$ cat src/logic/bbox_defines.svh
// ----------------------------------------------------------------------
// Bounding-box fixed-point parameters
// Coordinate widths and triangle size shared by packages and stages
// ----------------------------------------------------------------------
`ifndef BBOX_DEFINES_SVH
`define BBOX_DEFINES_SVH

// Total bits of a signed coordinate
// Integer part sits in [SIGFIG-1:RADIX]
`define BBOX_SIGFIG 24

// Fraction bits below the pixel boundary
// One pixel step is 1 << RADIX
`define BBOX_RADIX 10

// Vertices per triangle
// Extent search walks this many entries per axis
`define BBOX_VERTS 3

`endif

$ cat src/logic/bbox_fixed_pkg.sv
// ----------------------------------------------------------------------
// Fixed-point coordinate types for the bounding-box pipeline
// ----------------------------------------------------------------------
`include "bbox_defines.svh"

package bbox_fixed_pkg;

    // Signed coordinate in two's complement
    // Upper bits hold whole pixels, lower RADIX bits the fraction
    typedef logic signed [`BBOX_SIGFIG-1:0] coord_t;

    // One axis of a triangle, all x or all y
    // Entry 0 is the first vertex
    // Elements keep the signedness of coord_t
    typedef coord_t [`BBOX_VERTS-1:0] vert_coords_t;

    // Packed view is SIGFIG * VERTS bits
    // 72 bits for the default widths
    // Vertex v sits in bits [v*SIGFIG +: SIGFIG]

    // Both axes travel side by side as two ports
    // No struct carries them together
    // Sample-test stage downstream reads them from the last register
    // Screen dimensions also use coord_t
    // so clamping compares like with like

endpackage

$ cat src/logic/bbox_msaa_pkg.sv
// ----------------------------------------------------------------------
// MSAA subsample mode and the fraction mask used to snap box corners
// ----------------------------------------------------------------------
`include "bbox_defines.svh"

package bbox_msaa_pkg;

    // Samples per pixel
    // Encoding equals the number of fraction bits kept after snapping
    typedef enum logic [1:0] {
        msaa_1x  = 2'd0,
        msaa_4x  = 2'd1,
        msaa_16x = 2'd2,
        msaa_64x = 2'd3
    } msaa_mode_t;

    // Mask over the fraction bits of a coordinate
    // 1x keeps none and snaps to whole pixels
    // 4x keeps the half-pixel bit
    // 16x keeps the top two bits for quarter pixels
    // 64x keeps the top three bits for eighth pixels
    function automatic logic [`BBOX_RADIX-1:0] snap_mask(msaa_mode_t mode);
        logic [`BBOX_RADIX-1:0] low_ones;
        // Ones below the kept bits
        low_ones = {`BBOX_RADIX{1'b1}} >> mode;
        // Invert so only the top bits survive
        return ~low_ones;
    endfunction

    // ANDing the fraction with this mask floors the value
    // toward negative infinity in two's complement
    // Integer bits are never touched

endpackage

$ cat src/logic/bbox_clip_stage.sv
// ----------------------------------------------------------------------
// Stage 3 of the bounding box pipeline
// Clamps the box to the screen and drops triangles wholly off screen
// ----------------------------------------------------------------------
`timescale 1ns/1ps

module bbox_clip_stage import bbox_fixed_pkg::*; (
    input  logic         clk,
    input  logic         reset,
    input  logic         halt,
    input  coord_t       screen_x,
    input  coord_t       screen_y,
    input  vert_coords_t snap_tri_x,
    input  vert_coords_t snap_tri_y,
    input  coord_t       snap_ll_x,
    input  coord_t       snap_ll_y,
    input  coord_t       snap_ur_x,
    input  coord_t       snap_ur_y,
    input  logic         snap_valid,
    output vert_coords_t out_tri_x,
    output vert_coords_t out_tri_y,
    output coord_t       box_ll_x,
    output coord_t       box_ll_y,
    output coord_t       box_ur_x,
    output coord_t       box_ur_y,
    output logic         out_valid
);

    // Box lies wholly left, below, right or above the screen
    logic   off_screen;

    // Clamped corners ahead of the register
    coord_t clip_ll_x;
    coord_t clip_ll_y;
    coord_t clip_ur_x;
    coord_t clip_ur_y;

    // Any one edge test is enough to reject
    assign off_screen = (snap_ur_x < 0)        ||
                        (snap_ur_y < 0)        ||
                        (snap_ll_x > screen_x) ||
                        (snap_ll_y > screen_y);

    // Lower-left raised to the origin
    assign clip_ll_x = (snap_ll_x < 0) ? '0 : snap_ll_x;
    assign clip_ll_y = (snap_ll_y < 0) ? '0 : snap_ll_y;

    // Upper-right lowered to the screen edge
    assign clip_ur_x = (snap_ur_x > screen_x) ? screen_x : snap_ur_x;
    assign clip_ur_y = (snap_ur_y > screen_y) ? screen_y : snap_ur_y;

    always_ff @(posedge clk) begin
        if (reset) begin
            out_valid <= 1'b0;
        end else if (!halt) begin
            out_valid <= snap_valid && !off_screen;
        end
    end

    // Rejected triangles still load payload and only valid is dropped
    always_ff @(posedge clk) begin
        if (!halt) begin
            out_tri_x <= snap_tri_x;
            out_tri_y <= snap_tri_y;
            box_ll_x  <= clip_ll_x;
            box_ll_y  <= clip_ll_y;
            box_ur_x  <= clip_ur_x;
            box_ur_y  <= clip_ur_y;
        end
    end

    // Live box is inside the screen and well ordered
    assert property (@(posedge clk) disable iff (reset)
        out_valid |-> (box_ll_x >= 0) && (box_ll_x <= screen_x) &&
                      (box_ur_x >= 0) && (box_ur_x <= screen_x) &&
                      (box_ll_y >= 0) && (box_ll_y <= screen_y) &&
                      (box_ur_y >= 0) && (box_ur_y <= screen_y));

    assert property (@(posedge clk) disable iff (reset)
        out_valid |-> (box_ll_x <= box_ur_x) && (box_ll_y <= box_ur_y));

endmodule

$ cat src/logic/bbox_extent_stage.sv
// ----------------------------------------------------------------------
// Stage 1 of the bounding box pipeline
// Finds the signed x/y extent of a triangle and registers it
// ----------------------------------------------------------------------
`timescale 1ns/1ps

`include "bbox_defines.svh"

module bbox_extent_stage import bbox_fixed_pkg::*; (
    input  logic         clk,
    input  logic         reset,
    input  logic         halt,
    input  logic         in_valid,
    input  vert_coords_t tri_x,
    input  vert_coords_t tri_y,
    output vert_coords_t ext_tri_x,
    output vert_coords_t ext_tri_y,
    output coord_t       ext_ll_x,
    output coord_t       ext_ll_y,
    output coord_t       ext_ur_x,
    output coord_t       ext_ur_y,
    output logic         ext_valid
);

    // Running extent of the incoming triangle
    coord_t lo_x;
    coord_t lo_y;
    coord_t hi_x;
    coord_t hi_y;

    // Start from vertex 0 and sweep the rest
    // Casts keep every compare signed
    always_comb begin
        lo_x = coord_t'(tri_x[0]);
        hi_x = coord_t'(tri_x[0]);
        lo_y = coord_t'(tri_y[0]);
        hi_y = coord_t'(tri_y[0]);
        for (int v = 1; v < `BBOX_VERTS; v++) begin
            if (coord_t'(tri_x[v]) < lo_x) begin
                lo_x = coord_t'(tri_x[v]);
            end
            if (coord_t'(tri_x[v]) > hi_x) begin
                hi_x = coord_t'(tri_x[v]);
            end
            if (coord_t'(tri_y[v]) < lo_y) begin
                lo_y = coord_t'(tri_y[v]);
            end
            if (coord_t'(tri_y[v]) > hi_y) begin
                hi_y = coord_t'(tri_y[v]);
            end
        end
    end

    // Valid bit is cleared by reset even during halt
    always_ff @(posedge clk) begin
        if (reset) begin
            ext_valid <= 1'b0;
        end else if (!halt) begin
            ext_valid <= in_valid;
        end
    end

    // Payload register frozen while halted
    always_ff @(posedge clk) begin
        if (!halt) begin
            ext_tri_x <= tri_x;
            ext_tri_y <= tri_y;
            ext_ll_x  <= lo_x;
            ext_ll_y  <= lo_y;
            ext_ur_x  <= hi_x;
            ext_ur_y  <= hi_y;
        end
    end

    // Lower-left never passes upper-right on a live triangle
    assert property (@(posedge clk) disable iff (reset)
        ext_valid |-> (ext_ll_x <= ext_ur_x) && (ext_ll_y <= ext_ur_y));

endmodule

$ cat src/logic/bbox_snap_stage.sv
// ----------------------------------------------------------------------
// Stage 2 of the bounding box pipeline
// Floors both box corners onto the MSAA sample grid
// ----------------------------------------------------------------------
`timescale 1ns/1ps

`include "bbox_defines.svh"

module bbox_snap_stage import bbox_fixed_pkg::*, bbox_msaa_pkg::*; (
    input  logic         clk,
    input  logic         reset,
    input  logic         halt,
    input  msaa_mode_t   msaa_mode,
    input  vert_coords_t ext_tri_x,
    input  vert_coords_t ext_tri_y,
    input  coord_t       ext_ll_x,
    input  coord_t       ext_ll_y,
    input  coord_t       ext_ur_x,
    input  coord_t       ext_ur_y,
    input  logic         ext_valid,
    output vert_coords_t snap_tri_x,
    output vert_coords_t snap_tri_y,
    output coord_t       snap_ll_x,
    output coord_t       snap_ll_y,
    output coord_t       snap_ur_x,
    output coord_t       snap_ur_y,
    output logic         snap_valid
);

    // Width of one whole pixel in fixed point
    localparam coord_t pixel_step = coord_t'(1 << `BBOX_RADIX);

    // Fraction bits that survive for the current mode
    logic [`BBOX_RADIX-1:0] frac_mask;

    // Corners after flooring
    coord_t grid_ll_x;
    coord_t grid_ll_y;
    coord_t grid_ur_x;
    coord_t grid_ur_y;

    assign frac_mask = snap_mask(msaa_mode);

    // Integer part passes, fraction is masked
    // Sign lives in the integer part so negatives floor downward
    assign grid_ll_x = {ext_ll_x[`BBOX_SIGFIG-1:`BBOX_RADIX], ext_ll_x[`BBOX_RADIX-1:0] & frac_mask};
    assign grid_ll_y = {ext_ll_y[`BBOX_SIGFIG-1:`BBOX_RADIX], ext_ll_y[`BBOX_RADIX-1:0] & frac_mask};
    assign grid_ur_x = {ext_ur_x[`BBOX_SIGFIG-1:`BBOX_RADIX], ext_ur_x[`BBOX_RADIX-1:0] & frac_mask};
    assign grid_ur_y = {ext_ur_y[`BBOX_SIGFIG-1:`BBOX_RADIX], ext_ur_y[`BBOX_RADIX-1:0] & frac_mask};

    always_ff @(posedge clk) begin
        if (reset) begin
            snap_valid <= 1'b0;
        end else if (!halt) begin
            snap_valid <= ext_valid;
        end
    end

    // Vertices ride along untouched
    always_ff @(posedge clk) begin
        if (!halt) begin
            snap_tri_x <= ext_tri_x;
            snap_tri_y <= ext_tri_y;
            snap_ll_x  <= grid_ll_x;
            snap_ll_y  <= grid_ll_y;
            snap_ur_x  <= grid_ur_x;
            snap_ur_y  <= grid_ur_y;
        end
    end

    // Snapped corner sits at or below its stage 1 value
    // and within one pixel of it
    property floor_within_pixel(coord_t raw, coord_t snapped);
        @(posedge clk) disable iff (reset)
        (ext_valid && !halt) |=> (snapped <= $past(raw)) && ($past(raw) - snapped < pixel_step);
    endproperty

    assert property (floor_within_pixel(ext_ll_x, snap_ll_x));
    assert property (floor_within_pixel(ext_ll_y, snap_ll_y));
    assert property (floor_within_pixel(ext_ur_x, snap_ur_x));
    assert property (floor_within_pixel(ext_ur_y, snap_ur_y));

endmodule

$ cat src/logic/raster_bbox.sv
// ----------------------------------------------------------------------
// Bounding box block of the rasterizer
// Extent, grid snap and screen clip as a three-cycle pipeline
// ----------------------------------------------------------------------
`timescale 1ns/1ps

module raster_bbox import bbox_fixed_pkg::*, bbox_msaa_pkg::*; (
    input  logic         clk,
    input  logic         reset,
    input  logic         halt,
    input  logic         in_valid,
    input  vert_coords_t tri_x,
    input  vert_coords_t tri_y,
    input  coord_t       screen_x,
    input  coord_t       screen_y,
    input  msaa_mode_t   msaa_mode,
    output vert_coords_t out_tri_x,
    output vert_coords_t out_tri_y,
    output coord_t       box_ll_x,
    output coord_t       box_ll_y,
    output coord_t       box_ur_x,
    output coord_t       box_ur_y,
    output logic         out_valid
);

    // Stage 1 to stage 2
    vert_coords_t ext_tri_x;
    vert_coords_t ext_tri_y;
    coord_t       ext_ll_x;
    coord_t       ext_ll_y;
    coord_t       ext_ur_x;
    coord_t       ext_ur_y;
    logic         ext_valid;

    // Stage 2 to stage 3
    vert_coords_t snap_tri_x;
    vert_coords_t snap_tri_y;
    coord_t       snap_ll_x;
    coord_t       snap_ll_y;
    coord_t       snap_ur_x;
    coord_t       snap_ur_y;
    logic         snap_valid;

    // Min/max extent of the raw vertices
    bbox_extent_stage extent_inst (
        .clk, .reset, .halt, .in_valid, .tri_x, .tri_y,
        .ext_tri_x, .ext_tri_y,
        .ext_ll_x, .ext_ll_y, .ext_ur_x, .ext_ur_y,
        .ext_valid
    );

    // Floor to the subsample grid
    bbox_snap_stage snap_inst (
        .clk, .reset, .halt, .msaa_mode,
        .ext_tri_x, .ext_tri_y,
        .ext_ll_x, .ext_ll_y, .ext_ur_x, .ext_ur_y,
        .ext_valid,
        .snap_tri_x, .snap_tri_y,
        .snap_ll_x, .snap_ll_y, .snap_ur_x, .snap_ur_y,
        .snap_valid
    );

    // Clamp to screen, reject off-screen boxes
    bbox_clip_stage clip_inst (
        .clk, .reset, .halt, .screen_x, .screen_y,
        .snap_tri_x, .snap_tri_y,
        .snap_ll_x, .snap_ll_y, .snap_ur_x, .snap_ur_y,
        .snap_valid,
        .out_tri_x, .out_tri_y,
        .box_ll_x, .box_ll_y, .box_ur_x, .box_ur_y,
        .out_valid
    );

endmodule
$ cat config.mk
export PLATFORM = sky130hd
export DESIGN_NAME = raster_bbox
export DESIGN_NICKNAME = d
export VERILOG_FILES = /design/src/logic/bbox_fixed_pkg.sv /design/src/logic/bbox_msaa_pkg.sv /design/src/logic/bbox_clip_stage.sv /design/src/logic/bbox_extent_stage.sv /design/src/logic/bbox_snap_stage.sv /design/src/logic/raster_bbox.sv
export VERILOG_INCLUDE_DIRS = /design/src /design/src/logic
export SDC_FILE = /design/constraint.sdc
export NUM_CORES = 1
export LEC_CHECK = 0
export BUFFER_PORTS_ARGS = -buffer_cell sky130_fd_sc_hd__buf_2
export CORE_UTILIZATION = 40
export DETAILED_ROUTE_END_ITERATION = 16
export PLACE_DENSITY = 0.57
export SKIP_LAST_GASP = 1
export SLEW_MARGIN = 10
export SYNTH_ARGS = -nofsm -noshare
export SYNTH_HDL_FRONTEND = slang
export SYNTH_SLANG_ARGS = --single-unit
$ cat constraint.sdc
create_clock -name clk -period 17.4 [get_ports clk]
set_clock_uncertainty 0.15 [all_clocks]
set_input_delay 0.87 -clock clk [delete_from_list [all_inputs] [get_ports clk]]
set_output_delay 0.87 -clock clk [all_outputs]
set_load 0.05 [all_outputs]
==> flow_summary_export.csv <==
group,metric,value,unit
timing,max_freq,152,MHz
floorplanning,fp.dieH,265,um
clock_network,clkLatencyLatePin,0.61,ns
yosys,ys_seq_area_share,70.9,%
yosys,netlist_top_cells_count,"edfxtp_1, ha_1, inv_1",
yosys,synthTopCellsByArea,"edfxtp_1, ha_1, mux2i_1",
layout,areaGrowthSynthToFinish,20.2,%
global_route,grt_max_degree,198,
routing,routedWlPerCell,20.9,um
placed_design,post-place-cells,2989,
yosys,syn_area_per_cell,16.1,um^2
floorplanning,ios,439,
yosys,synth-seq-cells,653,
yosys,synth_ff_type,"edfxtp_1",
floorplanning,start_util,40.7,%
yosys,synthArstFlopShare,0,%
global_route,grt_pass1_vias,16100,
routing,drc,0,
routing,wl,65300,um
clock_network,holdBufCountCts,0,
clock_network,clkSlewWorstSetupHoldPaths,0.06,ns
layout,drive_above_1_share,25.6,%
timing,slew_headroom,22.7,%
global_route,overflow,0,
floorplanning,dieWidth,265,um
yosys,synth_warnings,0,
clock_network,cts_buffers,73,
placed_design,place.gp.congestion,0.828,
power,ir_drop,0.0861,mV
worst_setup_path,cp.required,17.52,ns
routing,via_per_inst,5.03,
routing,firstDrtPassIters,5,
routing,ant_nets,0,
timing,finalHoldViolations,0,
floorplanning,core,67800,um^2
floorplanning,core.rowCount,95,
worst_setup_path,slowest_stage,"nor3_4",
yosys,synth-edff-count,650,
clock_network,clock_path_buffers,3,
yosys,synthCells,1709,
yosys,synth_top_area_cell,"edfxtp_1",
placed_design,io_buffers,424,
timing,post-route-period-util,37.7,%
clock_network,cts-htree-levels,3,
yosys,synth.most_common_cell,"edfxtp_1",
placed_design,placed_cell_area,30700,um^2
yosys,synthesis.area,27600,um^2
global_route,grt_first_pass_wirelength,96900,um
floorplanning,dieArea,70000,um^2
clock_network,cts_resized,0,
min_path,hold_path.class,"reg2reg",
layout,final_nets,2599,
timing,setup_viol,0,
routing,vias,15800,
power,p_leak,13.8,nW
layout,fin_cells,3129,
clock_network,cts_tree,"yes",
outcome,status,"finished, final reports clean",
worst_setup_path,arrival,6.69,ns
routing,dr.first_iter.drc_count,1040,
worst_setup_path,crit_path_cell_trace,"buf_2 -> inv_1 -> ha_1 -> nand4_2 -> nor4_1 -> o31ai_1 -> and4bb_4 -> xnor2_4 -> buf_4 -> nor2_1 -> a21oi_1 -> ha_1 -> a2111oi_0 -> o21ai_1 -> a31o_1 -> a21oi_1 -> o211ai_1 -> a21oi_1 -> mux2i_1 -> nor3_4 -> mux2i_1",
clock_network,clkSinkCount,653,
yosys,yosysUniqueCellTypes,64,
layout,design_area,33200,um^2
timing,worstMarginPinSlew,1.16,ns
timing,drv_slew,0,
worst_setup_path,worstSetupPathType,"in2reg",
worst_setup_path,critical_path.max_fanout,44,
timing,setup_tns,0,ns
worst_setup_path,max_stage_delay,0.95,ns
global_route,track_usage,18.5,%
worst_setup_path,path_common_cell,"a21oi_1",
placed_design,hpwl,49200,um
clock_network,cts_setup_buffers,0,
clock_network,cts-root-buf,"clkbuf_16",
timing,grt_setup_unrepaired,"no",
timing,period_minus_slack,6.56,ns
worst_setup_path,crit_path_end_kind,"register",
worst_setup_path,cp-start-kind,"input port",
run,maxCapViolCount,0,
yosys,synth_top_area_share,70.7,%
global_route,antenna_found_initial,16,
power,p_per_area,129,nW/um^2
critical path: cells and delay by family:
kind,cells,cell delay [ns]
and+or+nand+nor,5,1.95
adders and majority gates,2,0.80
xor gates and xnor gates,1,0.14
muxes,2,0.48
buffers and inverters,3,0.64
AOI/OAI and AO/OA,8,1.79
flip-flops by register name, summed over array words and instances (netlist names):
register	flops
extent_inst.ext_tri_y	72
extent_inst.ext_ur_x	17
clip_inst.out_tri_x	72
snap_inst.snap_tri_x	72
clip_inst.box_ur_x	24
clip_inst.out_valid	1
snap_inst.snap_valid	1
extent_inst.ext_tri_x	72
clip_inst.box_ur_y	24
snap_inst.snap_ll_y	17
extent_inst.ext_ll_x	17
snap_inst.snap_tri_y	72
snap_inst.snap_ll_x	17
clip_inst.box_ll_y	17
extent_inst.ext_valid	1
snap_inst.snap_ur_y	17
clip_inst.out_tri_y	72
clip_inst.box_ll_x	17
extent_inst.ext_ur_y	17
extent_inst.ext_ll_y	17
snap_inst.snap_ur_x	17
layout by cell type, fill, tap and decap left out, types with 6 or more instances in the layout:
cell,count
edfxtp_1,650
buf_2,424
ha_1,210
inv_1,125
mux2i_1,120
a21oi_1,98
nor2_1,83
clkbuf_16,73
a21o_1,55
nor2b_1,44
nand4_1,39
nand2_1,35
nand3_1,22
o21ai_0,21
mux2_2,18
and2_1,18
mux2_1,16
conb_1,16
clkbuf_1,15
clkinv_2,12
clkinv_1,12
buf_4,10
bufinv_16,9
diode_2,8
o211ai_1,8
a221oi_1,7
nor4_1,7
and3_1,6
path summary, 6_finish.rpt:
| kind | endpoint | slack [ns] | startpoint | cells past startpoint |
|---|---|---|---|---|
| setup / recovery | extent_inst.ext_ll_y[21] | 10.84 | tri_y[23] | 21 |
| hold / removal | clip_inst.out_tri_y[32] | 0.26 | snap_inst.snap_tri_y[32] | 0 |
| setup reg to reg | clip_inst.box_ur_x[12] | 13.47 | snap_inst.snap_ur_x[9] | 10 |
| hold reg to reg | clip_inst.out_tri_y[32] | 0.26 | snap_inst.snap_tri_y[32] | 0 |
per-stage QoR:
stage	setup slack, ns	util (%)	hold WS, ns	power, mW
after floorplan	2.89	-	0.250	2.57
after global placement	10.35	45.4	0.251	2.75
after detailed placement	10.20	45.4	0.255	2.77
after CTS	10.83	48.9	0.260	4.33
after global routing	10.32	49.0	0.263	4.46
final	10.84	49.0	0.259	4.27
cells by family after synthesis:
family,after synthesis,synth area share (%)
buf+inv,169,2.68
xor+xnor,4,0.222
flops,653,70.9
fa+ha+maj,210,9.52
simple gates,285,5.47
mux,154,5.74
compound gates,233,5.40
other cells,1,0.0136
layout make-up:
class | instances | area, um^2
Antenna cell | 8 | 20.0
Clock buffer | 88 | 1880
Clock inverter | 44 | 541
Fill cell | 5864 | 34600
Inverter | 126 | 480
Multi-Input combinational cell | 902 | 7370
Sequential cell | 653 | 19600
Tap cell | 873 | 1090
Timing Repair Buffer | 435 | 2220
power by group:
part / switching (mW) / leakage [nW] / internal [mW]
logic: 0.503 / 6.21 / 0.244
clock network: 0.629 / 1.18 / 0.916
registers: 0.0546 / 6.41 / 1.92
total: 1.19 / 13.8 / 3.08
metal layers:
layer / track usage (%) / part of all wire, % / up-vias
met1: 24.2 / 44 / 7645
met3: 5.16 / 6.8 / 128
met5: 0 / 0.14 / -
met2: 29.7 / 47 / 452
met4: 6.39 / 2.9 / 16
li1: - / - / 7512
Note: power is estimated with default switching activity, not from simulation.
